$ cat src/logic/lcd_pkg.sv
package lcd_pkg;

	localparam logic [8:0] dots_per_line = 9'd456;
	localparam logic [7:0] lines_per_frame = 8'd154;
	localparam logic [7:0] visible_lines = 8'd144;
	localparam logic [8:0] oam_scan_dots = 9'd80; // First dot of pixel transfer.
	localparam logic [7:0] pixels_per_line = 8'd160;

	typedef enum logic [1:0] {
		mode_hblank   = 2'd0,
		mode_vblank   = 2'd1,
		mode_oam      = 2'd2,
		mode_transfer = 2'd3
	} lcd_mode_t;

	// Current dot within the line and current line within the frame.
	typedef struct packed {
		logic [8:0] h;
		logic [7:0] v;
	} lcd_pos_t;

	typedef struct packed {
		logic cpl;     // Line latch.
		logic fr;      // Frame alternation.
		logic st;      // Line start.
		logic s;       // Vertical sync.
		logic clkpipe; // Pixel pipe clock.
	} lcd_pins_t;

endpackage

$ cat src/logic/lcd_position_counter.sv
`timescale 1ns/1ns

module lcd_position_counter (
	input  logic                clk2,
	input  logic                reset,
	input  logic                lcd_on,
	output lcd_pkg::lcd_pos_t   pos,
	output logic                line_end,
	output logic                frame_start
);

	logic last_line;

	assign line_end = pos.h == lcd_pkg::dots_per_line - 9'd1;
	assign last_line = pos.v == lcd_pkg::lines_per_frame - 8'd1;
	assign frame_start = (pos.h == 9'd0) && (pos.v == 8'd0); // Also high while the display is off.

	always_ff @(posedge clk2) begin
		if (reset) begin
			pos <= '0;
		end else if (!lcd_on) begin
			pos <= '0; // Counters hold at the origin while disabled.
		end else if (line_end) begin
			pos.h <= '0;
			if (last_line) begin
				pos.v <= '0;
			end else begin
				pos.v <= pos.v + 8'd1;
			end
		end else begin
			pos.h <= pos.h + 9'd1;
		end
	end

	position_in_range: assert property (
		@(posedge clk2) disable iff (reset)
		(pos.h < lcd_pkg::dots_per_line) && (pos.v < lcd_pkg::lines_per_frame)
	);

endmodule

$ cat src/logic/lcd_timing_control.sv
`timescale 1ns/1ns

module lcd_timing_control (
	input  logic                clk2,
	input  logic                reset,
	input  logic                lcd_on,
	input  lcd_pkg::lcd_pos_t   pos,
	input  logic                line_end,
	input  logic                frame_start,
	input  logic                pixel_done,
	output lcd_pkg::lcd_mode_t  mode,
	output logic                render_en,
	output logic                line_end_q,
	output logic                frame_start_q
);

	lcd_pkg::lcd_mode_t mode_d;
	logic [7:0] v_next;
	logic       next_visible;

	// Line number of the following cycle, so that mode can be registered ahead.
	always_comb begin
		v_next = pos.v;
		if (line_end) begin
			if (pos.v == lcd_pkg::lines_per_frame - 8'd1) begin
				v_next = 8'd0;
			end else begin
				v_next = pos.v + 8'd1;
			end
		end
	end

	assign next_visible = v_next < lcd_pkg::visible_lines;

	always_comb begin
		if (!lcd_on) begin
			mode_d = lcd_pkg::mode_hblank;
		end else if (!next_visible) begin
			mode_d = lcd_pkg::mode_vblank;
		end else if (line_end || (pos.h < lcd_pkg::oam_scan_dots - 9'd1)) begin
			mode_d = lcd_pkg::mode_oam; // Next dot is inside the OAM scan window.
		end else if (pos.h == lcd_pkg::oam_scan_dots - 9'd1) begin
			mode_d = lcd_pkg::mode_transfer;
		end else if ((mode == lcd_pkg::mode_transfer) && pixel_done) begin
			mode_d = lcd_pkg::mode_hblank; // Last pixel has left the pipe.
		end else begin
			mode_d = mode;
		end
	end

	always_ff @(posedge clk2) begin
		if (reset) begin
			mode <= lcd_pkg::mode_oam;
		end else begin
			mode <= mode_d;
		end
	end

	assign render_en = mode == lcd_pkg::mode_transfer;

	// Strobes are only meaningful to the pins while the panel is driven.
	assign line_end_q = line_end && lcd_on;
	assign frame_start_q = frame_start && lcd_on;

	no_transfer_in_vblank: assert property (
		@(posedge clk2) disable iff (reset)
		(mode == lcd_pkg::mode_transfer) |-> (pos.v < lcd_pkg::visible_lines)
	);

	// A transfer must finish before the last dot of its line.
	transfer_ends_in_line: assert property (
		@(posedge clk2) disable iff (reset)
		(mode == lcd_pkg::mode_transfer) |-> !line_end
	);

endmodule

$ cat src/logic/lcd_pixel_clock.sv
`timescale 1ns/1ns

module lcd_pixel_clock (
	input  logic clk2,
	input  logic reset,
	input  logic render_en,
	input  logic fetch_stall,
	output logic pipe_clk,
	output logic first_pixel,
	output logic pixel_done
);

	logic [7:0] pixel_count;

	// A stalled fetch holds the pipe, so no pixel is dropped.
	assign pipe_clk = render_en && !fetch_stall;

	assign first_pixel = pipe_clk && (pixel_count == 8'd0);
	assign pixel_done = pipe_clk && (pixel_count == lcd_pkg::pixels_per_line - 8'd1);

	always_ff @(posedge clk2) begin
		if (reset) begin
			pixel_count <= '0;
		end else if (!render_en) begin
			pixel_count <= '0; // Ready for the next line.
		end else if (pipe_clk) begin
			pixel_count <= pixel_count + 8'd1;
		end
	end

	count_in_range: assert property (
		@(posedge clk2) disable iff (reset)
		pixel_count <= lcd_pkg::pixels_per_line
	);

endmodule

$ cat src/logic/lcd_pin_driver.sv
`timescale 1ns/1ns

module lcd_pin_driver (
	input  logic                clk2,
	input  logic                reset,
	input  logic                lcd_on,
	input  logic [1:0]          div_bits,
	input  lcd_pkg::lcd_pos_t   pos,
	input  logic                line_end_q,
	input  logic                frame_start_q,
	input  logic                first_pixel,
	input  logic                pipe_clk,
	output lcd_pkg::lcd_pins_t  pins
);

	logic fr_state;
	logic fr_next;

	// Frame start resynchronises the alternation; 154 lines keep it even.
	always_comb begin
		if (frame_start_q) begin
			fr_next = 1'b0;
		end else begin
			fr_next = fr_state ^ line_end_q;
		end
	end

	always_ff @(posedge clk2) begin
		if (reset || !lcd_on) begin
			fr_state <= 1'b0;
		end else begin
			fr_state <= fr_next;
		end
	end

	always_ff @(posedge clk2) begin
		if (reset) begin
			pins <= '0;
		end else if (lcd_on) begin
			pins.cpl <= line_end_q;
			pins.fr <= fr_next;
			pins.st <= first_pixel;
			pins.s <= pos.v == 8'd0;
			pins.clkpipe <= pipe_clk;
		end else begin
			pins.cpl <= div_bits[0]; // Display off lets the divider run the panel.
			pins.fr <= div_bits[1];
			pins.st <= 1'b0;
			pins.s <= 1'b0;
			pins.clkpipe <= 1'b0;
		end
	end

endmodule

$ cat src/logic/lcd_subsystem.sv
`timescale 1ns/1ns

module lcd_subsystem (
	input  logic                clk2,
	input  logic                reset,
	input  logic                lcd_on,
	input  logic [1:0]          div_bits,
	input  logic                fetch_stall,
	output lcd_pkg::lcd_pins_t  pins,
	output lcd_pkg::lcd_pos_t   pos,
	output lcd_pkg::lcd_mode_t  mode
);

	logic line_end;
	logic frame_start;
	logic line_end_q;
	logic frame_start_q;
	logic render_en;
	logic pipe_clk;
	logic first_pixel;
	logic pixel_done;

	lcd_position_counter lcd_position_counter_inst (
		.clk2        (clk2),
		.reset       (reset),
		.lcd_on      (lcd_on),
		.pos         (pos),
		.line_end    (line_end),
		.frame_start (frame_start)
	);

	lcd_timing_control lcd_timing_control_inst (
		.clk2          (clk2),
		.reset         (reset),
		.lcd_on        (lcd_on),
		.pos           (pos),
		.line_end      (line_end),
		.frame_start   (frame_start),
		.pixel_done    (pixel_done),
		.mode          (mode),
		.render_en     (render_en),
		.line_end_q    (line_end_q),
		.frame_start_q (frame_start_q)
	);

	lcd_pixel_clock lcd_pixel_clock_inst (
		.clk2        (clk2),
		.reset       (reset),
		.render_en   (render_en),
		.fetch_stall (fetch_stall),
		.pipe_clk    (pipe_clk),
		.first_pixel (first_pixel),
		.pixel_done  (pixel_done)
	);

	lcd_pin_driver lcd_pin_driver_inst (
		.clk2          (clk2),
		.reset         (reset),
		.lcd_on        (lcd_on),
		.div_bits      (div_bits),
		.pos           (pos),
		.line_end_q    (line_end_q),
		.frame_start_q (frame_start_q),
		.first_pixel   (first_pixel),
		.pipe_clk      (pipe_clk),
		.pins          (pins)
	);

endmodule

$ cat config.mk
export PLATFORM = sky130hd
export DESIGN_NAME = lcd_subsystem
export DESIGN_NICKNAME = d
export VERILOG_FILES = /design/src/logic/lcd_pkg.sv /design/src/logic/lcd_position_counter.sv /design/src/logic/lcd_timing_control.sv /design/src/logic/lcd_pixel_clock.sv /design/src/logic/lcd_pin_driver.sv /design/src/logic/lcd_subsystem.sv
export SDC_FILE = /design/constraint.sdc
export NUM_CORES = 1
export LEC_CHECK = 0
export BUFFER_PORTS_ARGS = -buffer_cell sky130_fd_sc_hd__buf_4
export CAP_MARGIN = 25
export CORE_MARGIN = 1.5
export CORE_UTILIZATION = 40
export CTS_CLUSTER_SIZE = 10
export DETAILED_ROUTE_END_ITERATION = 7
export GPL_TIMING_DRIVEN = 1
export HOLD_SLACK_MARGIN = 0.12
export SYNTH_ARGS = -nofsm -noshare
export SYNTH_HDL_FRONTEND = slang
export SYNTH_SLANG_ARGS = --single-unit
export TNS_END_PERCENT = 20
$ cat constraint.sdc
create_clock -name clk2 -period 3.5 [get_ports clk2]
set_input_delay 0.7 -clock clk2 [delete_from_list [all_inputs] [get_ports clk2]]
set_output_delay 0.7 -clock clk2 [all_outputs]
set_load 0.1 [all_outputs]
==> impl_metrics.ini, run 1 <==
[clock_tree]
cts_max_path_buffers = 2
cts-resized-gates = 0
ctsHoldBuffers = 0
clock_sinks = 33
path_clk_slew_ns = 0.07
numCtsBuffers = 5
clock_latency_ns = 0.28
clock-root-buffer = clkbuf_8
htreeDepth = 2
cts_setup_buffers = 0
cts_tree = built

[floorplan]
die_x_um = 66.6
core_sq_um = 3770
dieArea_sq_um = 4430
io_pins = 30
initial_utilization_pct = 42.9
num_rows = 22
die_y_um = 66.6

[power]
irDropWorstVdd_v = 0.000215
combPwrFrac_pct = 6.3
switching_share_pct = 21.7
power_density_nw_per_um2 = 400
p_total_uw = 798
p_leak_nw = 0.791
p_int_uw = 625
p_seq_share_pct = 47.8
netSwitchingPower_uw = 173
power.share.clock_pct = 45.9

[placed_design]
port_buffers = 29
place_congestion = 0.816
place_ws_ns = 1.13
post-dp-hpwl_um = 2450

[timing]
hold_viol = 0
fin_crit_sh_pct = 59.0
worst_slew_pin_slew_ns = 0.461
fin_skew_ns = 0.00645
layout_min_cycle_time_ns = 2.06
setup_tns_ns = 0
fmax_ghz = 0.484
relSlewSlack_pct = 69.0
drv_slew = 0
whs_ns = 0.498
rsz0062_at_grt = no
finalSetupViolations = 0
setup_ws_ns = 1.44

[synthesis]
yosysWarnings = 0
synth_area_sq_um = 1620
synth.avg_cell_area_sq_um = 8.65
synth_sequential_area_ratio_pct = 40.8
synth_nets = 200
synth_area_leader_cell = dfxtp_1
syn_inst = 187
ys_ff_latch = 33
synthDistinctLibCells = 37
synth_area_leaders = dfxtp_1 41%, xor2_1 7.6%, nor2_1 7.0%
synth_top_area_share_pct = 40.8

[setup_path]
critical_path.max_fanout = 4
worst_path_max_delay_cell = or4_1
endpoint_kind = flip-flop
path_buf_inv = 1
path_delay_family = simple AND/OR/NAND/NOR gates
worstSetupStartpointType = input port
required_ns = 3.68
worstPathArrival_ns = 2.24
path_cells = buf_4, nand3b_1, or4_1, and2_0, o41a_1, o22a_1
critPathMaxStageDelay_ns = 0.56
worstSetupPathType = input port to flip-flop

[status]
outcome = finished, final reports clean

[global_routing]
grt_pass1_wl_um = 5620
global_route.usage.total_pct = 16.7
antenna_found_initial = 0
first_global_vias = 1270
grt_start_max_net_pins = 17
grt_overflow = 0

[route]
routedWlPerCell_um = 12.5
vias_per_cell = 5.09
drcViolationCount = 0
via_count = 1358
drt-initial-drc-count = 53
dr.pass1.iters = 4
ant_nets = 0
drt_wl_total_um = 3330

[finish]
layout-drive-gt1-share_pct = 20.5
diodes = 0
layout_commonest_cell = dfxtp_1
n_fill_cell = 359
area_delta_synth_final_pct = 23.4
final_cell_mix = 33 x dfxtp_1, 30 x nor2_1, 30 x buf_4, 14 x xor2_1, 13 x nand2_1
num-nets-final = 231

[flow_run]
cap_violations = 0

[worst_hold_path]
hp-class = flip-flop to flip-flop
-- power by group through the flow --
stage	Clock (mW)	Combinational (mW)	Sequential, mW
finish	0.366	0.0500	0.381
global route	0.394	0.0528	0.382
CTS	0.376	0.0504	0.381
detailed placement	0	0.0502	0.390
global placement	0	0.0498	0.390
floorplan	0	0.0126	0.413
-- stage by stage --
| stage | util, % | cell area [sq um] | instances |
|---|---|---|---|
| global placement | 49.8 | 1880 | 259 |
| CTS | 52.9 | 2000 | 267 |
| floorplan | - | 1620 | 187 |
| global route | 52.9 | 2000 | 267 |
| detailed placement | 49.8 | 1880 | 259 |
| finish | 52.9 | 2000 | 267 |
-- cell usage after synthesis, drive strengths merged --
cell type  count
a21oi          5
a31o           1
a41o           1
and2           1
and3           3
and3b          1
and4           2
buf            1
clkbuf         5
dfxtp         33
ha             7
inv            8
mux2           1
mux2i          3
nand2         13
nand2b         4
nand3         10
nand3b         2
nand4          6
nand4b         1
nor2          30
nor3           9
nor4           2
nor4b          1
o211a          1
o21ai          1
o22a           1
o32ai          1
o41a           2
or2            4
or3            2
or3b           1
or4            2
or4b           1
xnor2          7
xor2          14
-- cells by family (layout without fill, tap and decap cells) --
family | Yosys count | after routing | share of synthesized area, %
simple gates | 95 | 95 | 30.4
flops | 33 | 33 | 40.8
xor+xnor | 21 | 21 | 11.4
buf+inv | 14 | 46 | 3.33
compound gates | 13 | 13 | 6.11
fa+ha+maj | 7 | 7 | 5.41
mux | 4 | 4 | 2.55
-- path summary, 6_finish.rpt --
check	slack (ns)	end	depth (start not counted)	from
setup / recovery	1.44	lcd_timing_control_inst.mode[1]	6	fetch_stall
hold / removal	0.50	lcd_position_counter_inst.pos[8]	1	lcd_position_counter_inst.pos[8]
setup reg to reg	1.50	lcd_timing_control_inst.mode[1]	5	lcd_pixel_clock_inst.pixel_count[7]
hold reg to reg	0.50	lcd_position_counter_inst.pos[8]	1	lcd_position_counter_inst.pos[8]
-- layout make-up --
class | instances | area (sq um) | share of cell area, %
Timing Repair Buffer | 30 | 225 | 11.3
Tap cell | 48 | 60.1 | 3.01
Clock inverter | 1 | 30.0 | 1.50
Clock buffer | 7 | 86.3 | 4.33
Sequential cell | 33 | 661 | 33.1
Multi-Input combinational cell | 140 | 903 | 45.3
Inverter | 8 | 30.0 | 1.50
-- routing by layer --
| layer | GRT usage (%) | vias up | share of wire, % |
|---|---|---|---|
| met2 | 25.8 | 33 | 42 |
| li1 | - | 701 | - |
| met3 | 5.91 | 6 | 5.5 |
| met1 | 21.4 | 618 | 51 |
| met4 | 6.38 | 0 | 1.4 |
| met5 | 0 | - | 0 |
-- registers in the layout (all words and copies together) (netlist names) --
register and cells:
lcd_pin_driver_inst.fr_state 1, lcd_pin_driver_inst.pins 5, lcd_pixel_clock_inst.pixel_count 8, lcd_position_counter_inst.pos 17, lcd_timing_control_inst.mode 2
No activity file was read; power rests on OpenSTA's default activity.
==> run 2, diff against run 1 <==
==> constraint.sdc (replaced) <==
create_clock -name clk2 -period 1.7 [get_ports clk2]
set_input_delay 0.34 -clock clk2 [delete_from_list [all_inputs] [get_ports clk2]]
set_output_delay 0.34 -clock clk2 [all_outputs]
set_load 0.1 [all_outputs]
==> run 2 against run 1 <==
Compared with the run above:
- the flow now finishes with violations (negative setup slack)
- first-iteration DRC count grew to 3.3 times the previous value
- non-clock buffer count is 33 higher
- flip-flop and latch count stayed put
- clock skew is 0.0025 ns lower
- clock power is 63% higher
- cell area is 18% higher
- core utilization is 9.8 points higher
- sequential share of layout area is 2.3 points lower
- hold slack worse by 0.24 ns
- clock-buffer cell count is 1 higher
- sequential power is 100% higher
- largest cell class unchanged
- largest power group unchanged
==> impl_metrics.ini, run 2 (synthesis gave the netlist of run 1 again) <==
[clock_tree]
ctsHoldBuffers = 0
path_clk_slew_ns = 0.06
clock_sinks = 33
clock-root-buffer = clkbuf_8
numCtsBuffers = 5
htreeDepth = 2
cts_max_path_buffers = 2
clock_latency_ns = 0.28
cts_tree = built

[worst_hold_path]
min_to = lcd_pin_driver_inst.pins[3]
holdPathStages = 2
hp-class = input port to flip-flop
hold_path.startpoint = reset

[route]
drcViolationCount = 0
drt-initial-drc-count = 177
routedWlPerCell_um = 13.1
via_count = 1527
drt_wl_total_um = 3920
ant_nets = 0
vias_per_cell = 5.09
dr.pass1.iters = 4

[setup_path]
rr_worst_depth = 5
required_ns = 1.87
r2r_start = lcd_pixel_clock_inst.pixel_count[6]
worstPathArrival_ns = 2.06
rr_endpoint = lcd_timing_control_inst.mode[1]
reg2reg_slack_ns = -0.19
worstSetupPathType = flip-flop to flip-flop
critical_path.max_fanout = 2
endpoint_kind = flip-flop
worstSetupStartpointType = flip-flop

[finish]
num-nets-final = 264
top_regs = lcd_position_counter_inst.pos: 17 flops, lcd_pixel_clock_inst.pixel_count: 8 flops, lcd_pin_driver_inst.pins: 5 flops
final-seq-area_sq_um = 728
final_cell_mix = 63 x buf_4, 30 x nor2_1, 16 x dfxtp_4, 14 x xor2_1, 12 x nand2_1
n_fill_cell = 337
diodes = 0
area_delta_synth_final_pct = 46.1
multi_input_area_sq_um = 982
layout_commonest_cell = buf_4
layout-drive-gt1-share_pct = 42.9
top_register = lcd_position_counter_inst.pos
largest_reg_flops = 17
layout.cell_area.non_filler_sq_um = 2360

[placed_design]
placed_area_sq_um = 2210
place_ws_ns = -0.302
port_buffers = 29
place_congestion = 0.974
post-dp-hpwl_um = 2980

[floorplan]
initial_utilization_pct = 42.9
core_sq_um = 3770
dieArea_sq_um = 4430
die_x_um = 66.6
io_pins = 30
die_y_um = 66.6
num_rows = 22

[power]
irDropWorstVdd_v = 0.000335
power_density_nw_per_um2 = 626
p_leak_nw = 0.978

[timing]
worst_slew_pin_slew_ns = 0.399
fmax_ghz = 0.530
fin_crit_sh_pct = 111
rsz0062_at_grt = yes
drv_slew = 0
fin_skew_ns = 0.00399
layout_min_cycle_time_ns = 1.89
setup_tns_ns = -0.257
finalSetupViolations = 2
setup_ws_ns = -0.188
relSlewSlack_pct = 73.2
hold_viol = 0

[status]
outcome = finished, violations left
violations = negative setup slack

[global_routing]
first_global_vias = 1484
antenna_found_initial = 0
grt_start_max_net_pins = 12
grt_overflow = 0
grt_pass1_wl_um = 6720
global_route.usage.total_pct = 20.1

[flow_run]
cap_violations = 0
run 2: worst max-delay path by stage:
stage	start	cells past startpoint	to	slack [ns]
6_report	lcd_pixel_clock_inst.pixel_count[6]	5	lcd_timing_control_inst.mode[1]	-0.19
5_1_grt	lcd_pixel_clock_inst.pixel_count[6]	5	lcd_timing_control_inst.mode[1]	-0.21
3_5_place_dp	lcd_pixel_clock_inst.pixel_count[6]	5	lcd_timing_control_inst.mode[1]	-0.30
3_3_place_gp	lcd_pixel_clock_inst.pixel_count[6]	5	lcd_timing_control_inst.mode[1]	-0.26
2_1_floorplan	lcd_pixel_clock_inst.pixel_count[6]	5	lcd_timing_control_inst.mode[1]	-0.24
4_1_cts	lcd_pixel_clock_inst.pixel_count[6]	5	lcd_timing_control_inst.mode[1]	-0.16
run 2: repair_timing:
action,in CTS,in global routing
pin swaps,5,0
hold endpoints to repair,0,0
gates resized for setup,8,5
setup endpoints to repair,2,5
setup buffers,0,1
run 2: report_power, final:
group | internal [mW] | switching, mW | leakage (nW) | total, mW
clock network | 0.330 | 0.266 | 0.0455 | 0.595
registers | 0.757 | 0.00499 | 0.282 | 0.762
logic | 0.0418 | 0.0799 | 0.651 | 0.122
run 2: area by class of cell:
class | count | share of cell area [%]
Multi-Input combinational cell | 140 | 41.6
Sequential cell | 33 | 30.8
Timing Repair Buffer | 63 | 20.0
Clock buffer | 8 | 3.81
Tap cell | 48 | 2.54
Inverter | 8 | 1.27
run 2: worst max-delay path, cell delays in order (launching register included):
cell and delay, ns:
dfxtp_2 0.32, or3b_1 0.37, or4_4 0.43, and2_4 0.15, o41a_1 0.31, o22a_1 0.20
run 2: metal layers:
| layer | wire length [um] | vias up | GRT usage (%) | share of wire [%] |
|---|---|---|---|---|
| met1 | 1910 | 708 | 27.5 | 49 |
| li1 | - | 776 | - | - |
| met3 | 187 | 5 | 4.05 | 4.8 |
| met2 | 1780 | 38 | 31.6 | 45 |
| met5 | 0 | - | 0 | 0 |
| met4 | 42 | 0 | 6.89 | 1.1 |
run 2: per-stage QoR:
stage | cells | hold slack [ns] | power (mW) | util (%)
floorplan | 187 | 0.409 | 0.855 | -
global placement | 291 | 0.491 | 0.898 | 58.7
detailed placement | 291 | 0.499 | 0.899 | 58.7
CTS | 299 | 0.247 | 1.50 | 62.0
global route | 300 | 0.272 | 1.55 | 62.7
finish | 300 | 0.256 | 1.48 | 62.7
==> run 3, diff against run 2 <==
--- a/config.mk
+++ b/config.mk
@@ -5,6 +5,7 @@
 export SDC_FILE = /design/constraint.sdc
 export NUM_CORES = 1
 export LEC_CHECK = 0
+export ABC_AREA = 1
 export BUFFER_PORTS_ARGS = -buffer_cell sky130_fd_sc_hd__buf_4
 export CAP_MARGIN = 25
 export CORE_MARGIN = 1.5
==> run 3 against run 2 <==
Compared with the run above:
- the run now ends clean
- fmax rose by 25%
- global-route usage fell by 1.8 points
- non-clock buffer count fell by 33
- flip-flop and latch count did not move
- largest power group unchanged
==> impl_metrics.ini, run 3 <==
[synthesis]
synth_compound_area_share_pct = 5.79
synth_area_leader_cell = dfxtp_1
synthFlopType = dfxtp_1
synth_top_area_share_pct = 39.7
synth_edf_count = 0
synth_mux_area_share_pct = 0
ys_ff_latch = 33
async_reset_ff_share_pct = 0
synth.top_cells.by_count = 54 x nand2_1, 36 x nor2_1, 33 x dfxtp_1
synth.avg_cell_area_sq_um = 6.97
synth_top_family_by_area = simple AND/OR/NAND/NOR gates
synth_simple_gate_area_share_pct = 38.6
synth_area_sq_um = 1670
synth_nets = 252
yosysMostFrequentCell = nand2_1
synth_area_leaders = dfxtp_1 40%, nand2_1 12%, nor2_1 8.1%
synth-xor-area-share_pct = 2.10
synth_sequential_area_ratio_pct = 39.7
synthAdderAreaFrac_pct = 5.26
synthDistinctLibCells = 26
yosysWarnings = 0
syn_inst = 239

[finish]
area_delta_synth_final_pct = 24.4
layout-drive-gt1-share_pct = 26.1
largest_reg_flops = 17
multi_input_area_sq_um = 862
n_fill_cell = 418
top_register = lcd_position_counter_inst.pos
diodes = 0
top_regs = lcd_position_counter_inst.pos: 17 flops, lcd_pixel_clock_inst.pixel_count: 8 flops, lcd_pin_driver_inst.pins: 5 flops
num-nets-final = 288
final-seq-area_sq_um = 689
layout_commonest_cell = nand2_1
final_cell_mix = 54 x nand2_1, 36 x nor2_1, 31 x inv_1, 30 x buf_4, 22 x nand3_1

[timing]
setup_tns_ns = 0
fin_skew_ns = 0.0100
fin_crit_sh_pct = 88.6
drv_slew = 0
hold_viol = 0
fmax_ghz = 0.664
finalSetupViolations = 0
worst_slew_pin_slew_ns = 0.465
rsz0062_at_grt = no
relSlewSlack_pct = 68.9
layout_min_cycle_time_ns = 1.51

[global_routing]
grt_pass1_wl_um = 6210
grt_overflow = 0
global_route.usage.total_pct = 18.3
first_global_vias = 1412
antenna_found_initial = 0
grt_start_max_net_pins = 12

[setup_path]
worst_path_max_delay_cell = dfxtp_4
critical_path.max_fanout = 9
worstPathArrival_ns = 1.69
critPathMaxStageDelay_ns = 0.37
endpoint_kind = flip-flop
required_ns = 1.89
path_buf_inv = 1
worstSetupStartpointType = flip-flop
cp_common_cell = nand2_1
worstSetupPathType = flip-flop to flip-flop
path_delay_family = simple AND/OR/NAND/NOR gates
path_cells = ha_1, nand2_2, inv_2, nand2_2, nor2_4, nand2_1, nand2_1, nand2_1, nand3_1, nand2_1, nand2_1, nand2_1

[flow_run]
cap_violations = 0

[power]
p_leak_nw = 0.884
irDropWorstVdd_v = 0.000326
p_total_mw = 1.55
power_density_nw_per_um2 = 746

[placed_design]
place_congestion = 0.878
post-dp-hpwl_um = 2790
port_buffers = 29

[clock_tree]
cts_tree = built
cts_max_path_buffers = 2
clock_latency_ns = 0.29
clock-root-buffer = clkbuf_8
path_clk_slew_ns = 0.07
cts-resized-gates = 0
numCtsBuffers = 5
ctsHoldBuffers = 0
htreeDepth = 2
cts_setup_buffers = 0
clock_sinks = 33

[route]
via_count = 1577
dr.pass1.iters = 4
routedWlPerCell_um = 11.5
drt_wl_total_um = 3750
drt-initial-drc-count = 84
drcViolationCount = 0
ant_nets = 0
vias_per_cell = 4.84

[floorplan]
die_x_um = 67.5
io_pins = 30
core_sq_um = 4000
num_rows = 23
dieArea_sq_um = 4560
die_y_um = 67.5
initial_utilization_pct = 41.6

[status]
outcome = finished, final reports clean

[worst_hold_path]
hp-class = input port to flip-flop
[run 3: changes by cell type in the layout (fill, tap and decap cells not counted), sizes merged, moves of 4 or more]
| cell | delta |
|---|---|
| nand2 | +46 |
| xnor2 | -6 |
| or2 | -4 |
| xor2 | -11 |
| nor2 | +10 |
| buf | -33 |
| nand2b | -4 |
| inv | +27 |
| nand3 | +12 |
[run 3: path summary, 6_finish.rpt]
| kind | cells after the start | from | slack, ns | to |
|---|---|---|---|---|
| max reg2reg | 12 | lcd_position_counter_inst.pos[8] | 0.19 | lcd_timing_control_inst.mode[1] |
| min | 2 | reset | 0.22 | lcd_pin_driver_inst.pins[4] |
| max | 12 | lcd_position_counter_inst.pos[8] | 0.19 | lcd_timing_control_inst.mode[1] |
| min reg2reg | 1 | lcd_position_counter_inst.pos[8] | 0.45 | lcd_position_counter_inst.pos[8] |
[run 3: area by class of cell]
class	instances	share of cell area, %
multi-input combinational	170	41.6
sequential	33	33.3
timing repair buffer	30	10.9
inverter	35	6.34
clock buffer	7	4.65
tap	50	3.02
clock inverter	1	0.242
[run 3: metrics by stage]
step / hold WS (ns) / util (%) / instances / setup WS (ns) / cell area (sq um)
global route: 0.214 / 51.8 / 326 / 0.0284 / 2070
floorplan: 0.409 / - / 239 / 0.00200 / 1690
CTS: 0.214 / 51.6 / 325 / 0.129 / 2060
finish: 0.217 / 51.8 / 326 / 0.194 / 2070
detailed placement: 0.441 / 49.1 / 317 / 0.149 / 1960
global placement: 0.435 / 49.1 / 317 / 0.189 / 1960
[run 3: cell families after synthesis]
kind of cell | Yosys count
xor gates and xnor gates | 4
DFF | 33
and+or+nand+nor | 143
buffers and inverters | 36
AOI/OAI and AO/OA | 16
adders and majority gates | 7
[run 3: worst register-to-register path, delay by kind of cell, from the launching register on]
kind,cells,cell delay [ns]
and+or+nand+nor,10,0.79
DFF,1,0.37
adders and majority gates,1,0.18
buffers and inverters,1,0.07
[run 3: where the power goes]
group          switching, mW  internal, mW
clock network          0.297         0.366
registers            0.00521         0.778
logic                 0.0754        0.0240
total                  0.378          1.17
[run 3: layer usage]
layer	wire, um	up-vias	track usage (%)
li1	-	835	-
met4	65	0	7.65
met1	1840	701	23.5
met3	170	5	5.50
met2	1670	36	28.4
met5	0	-	0
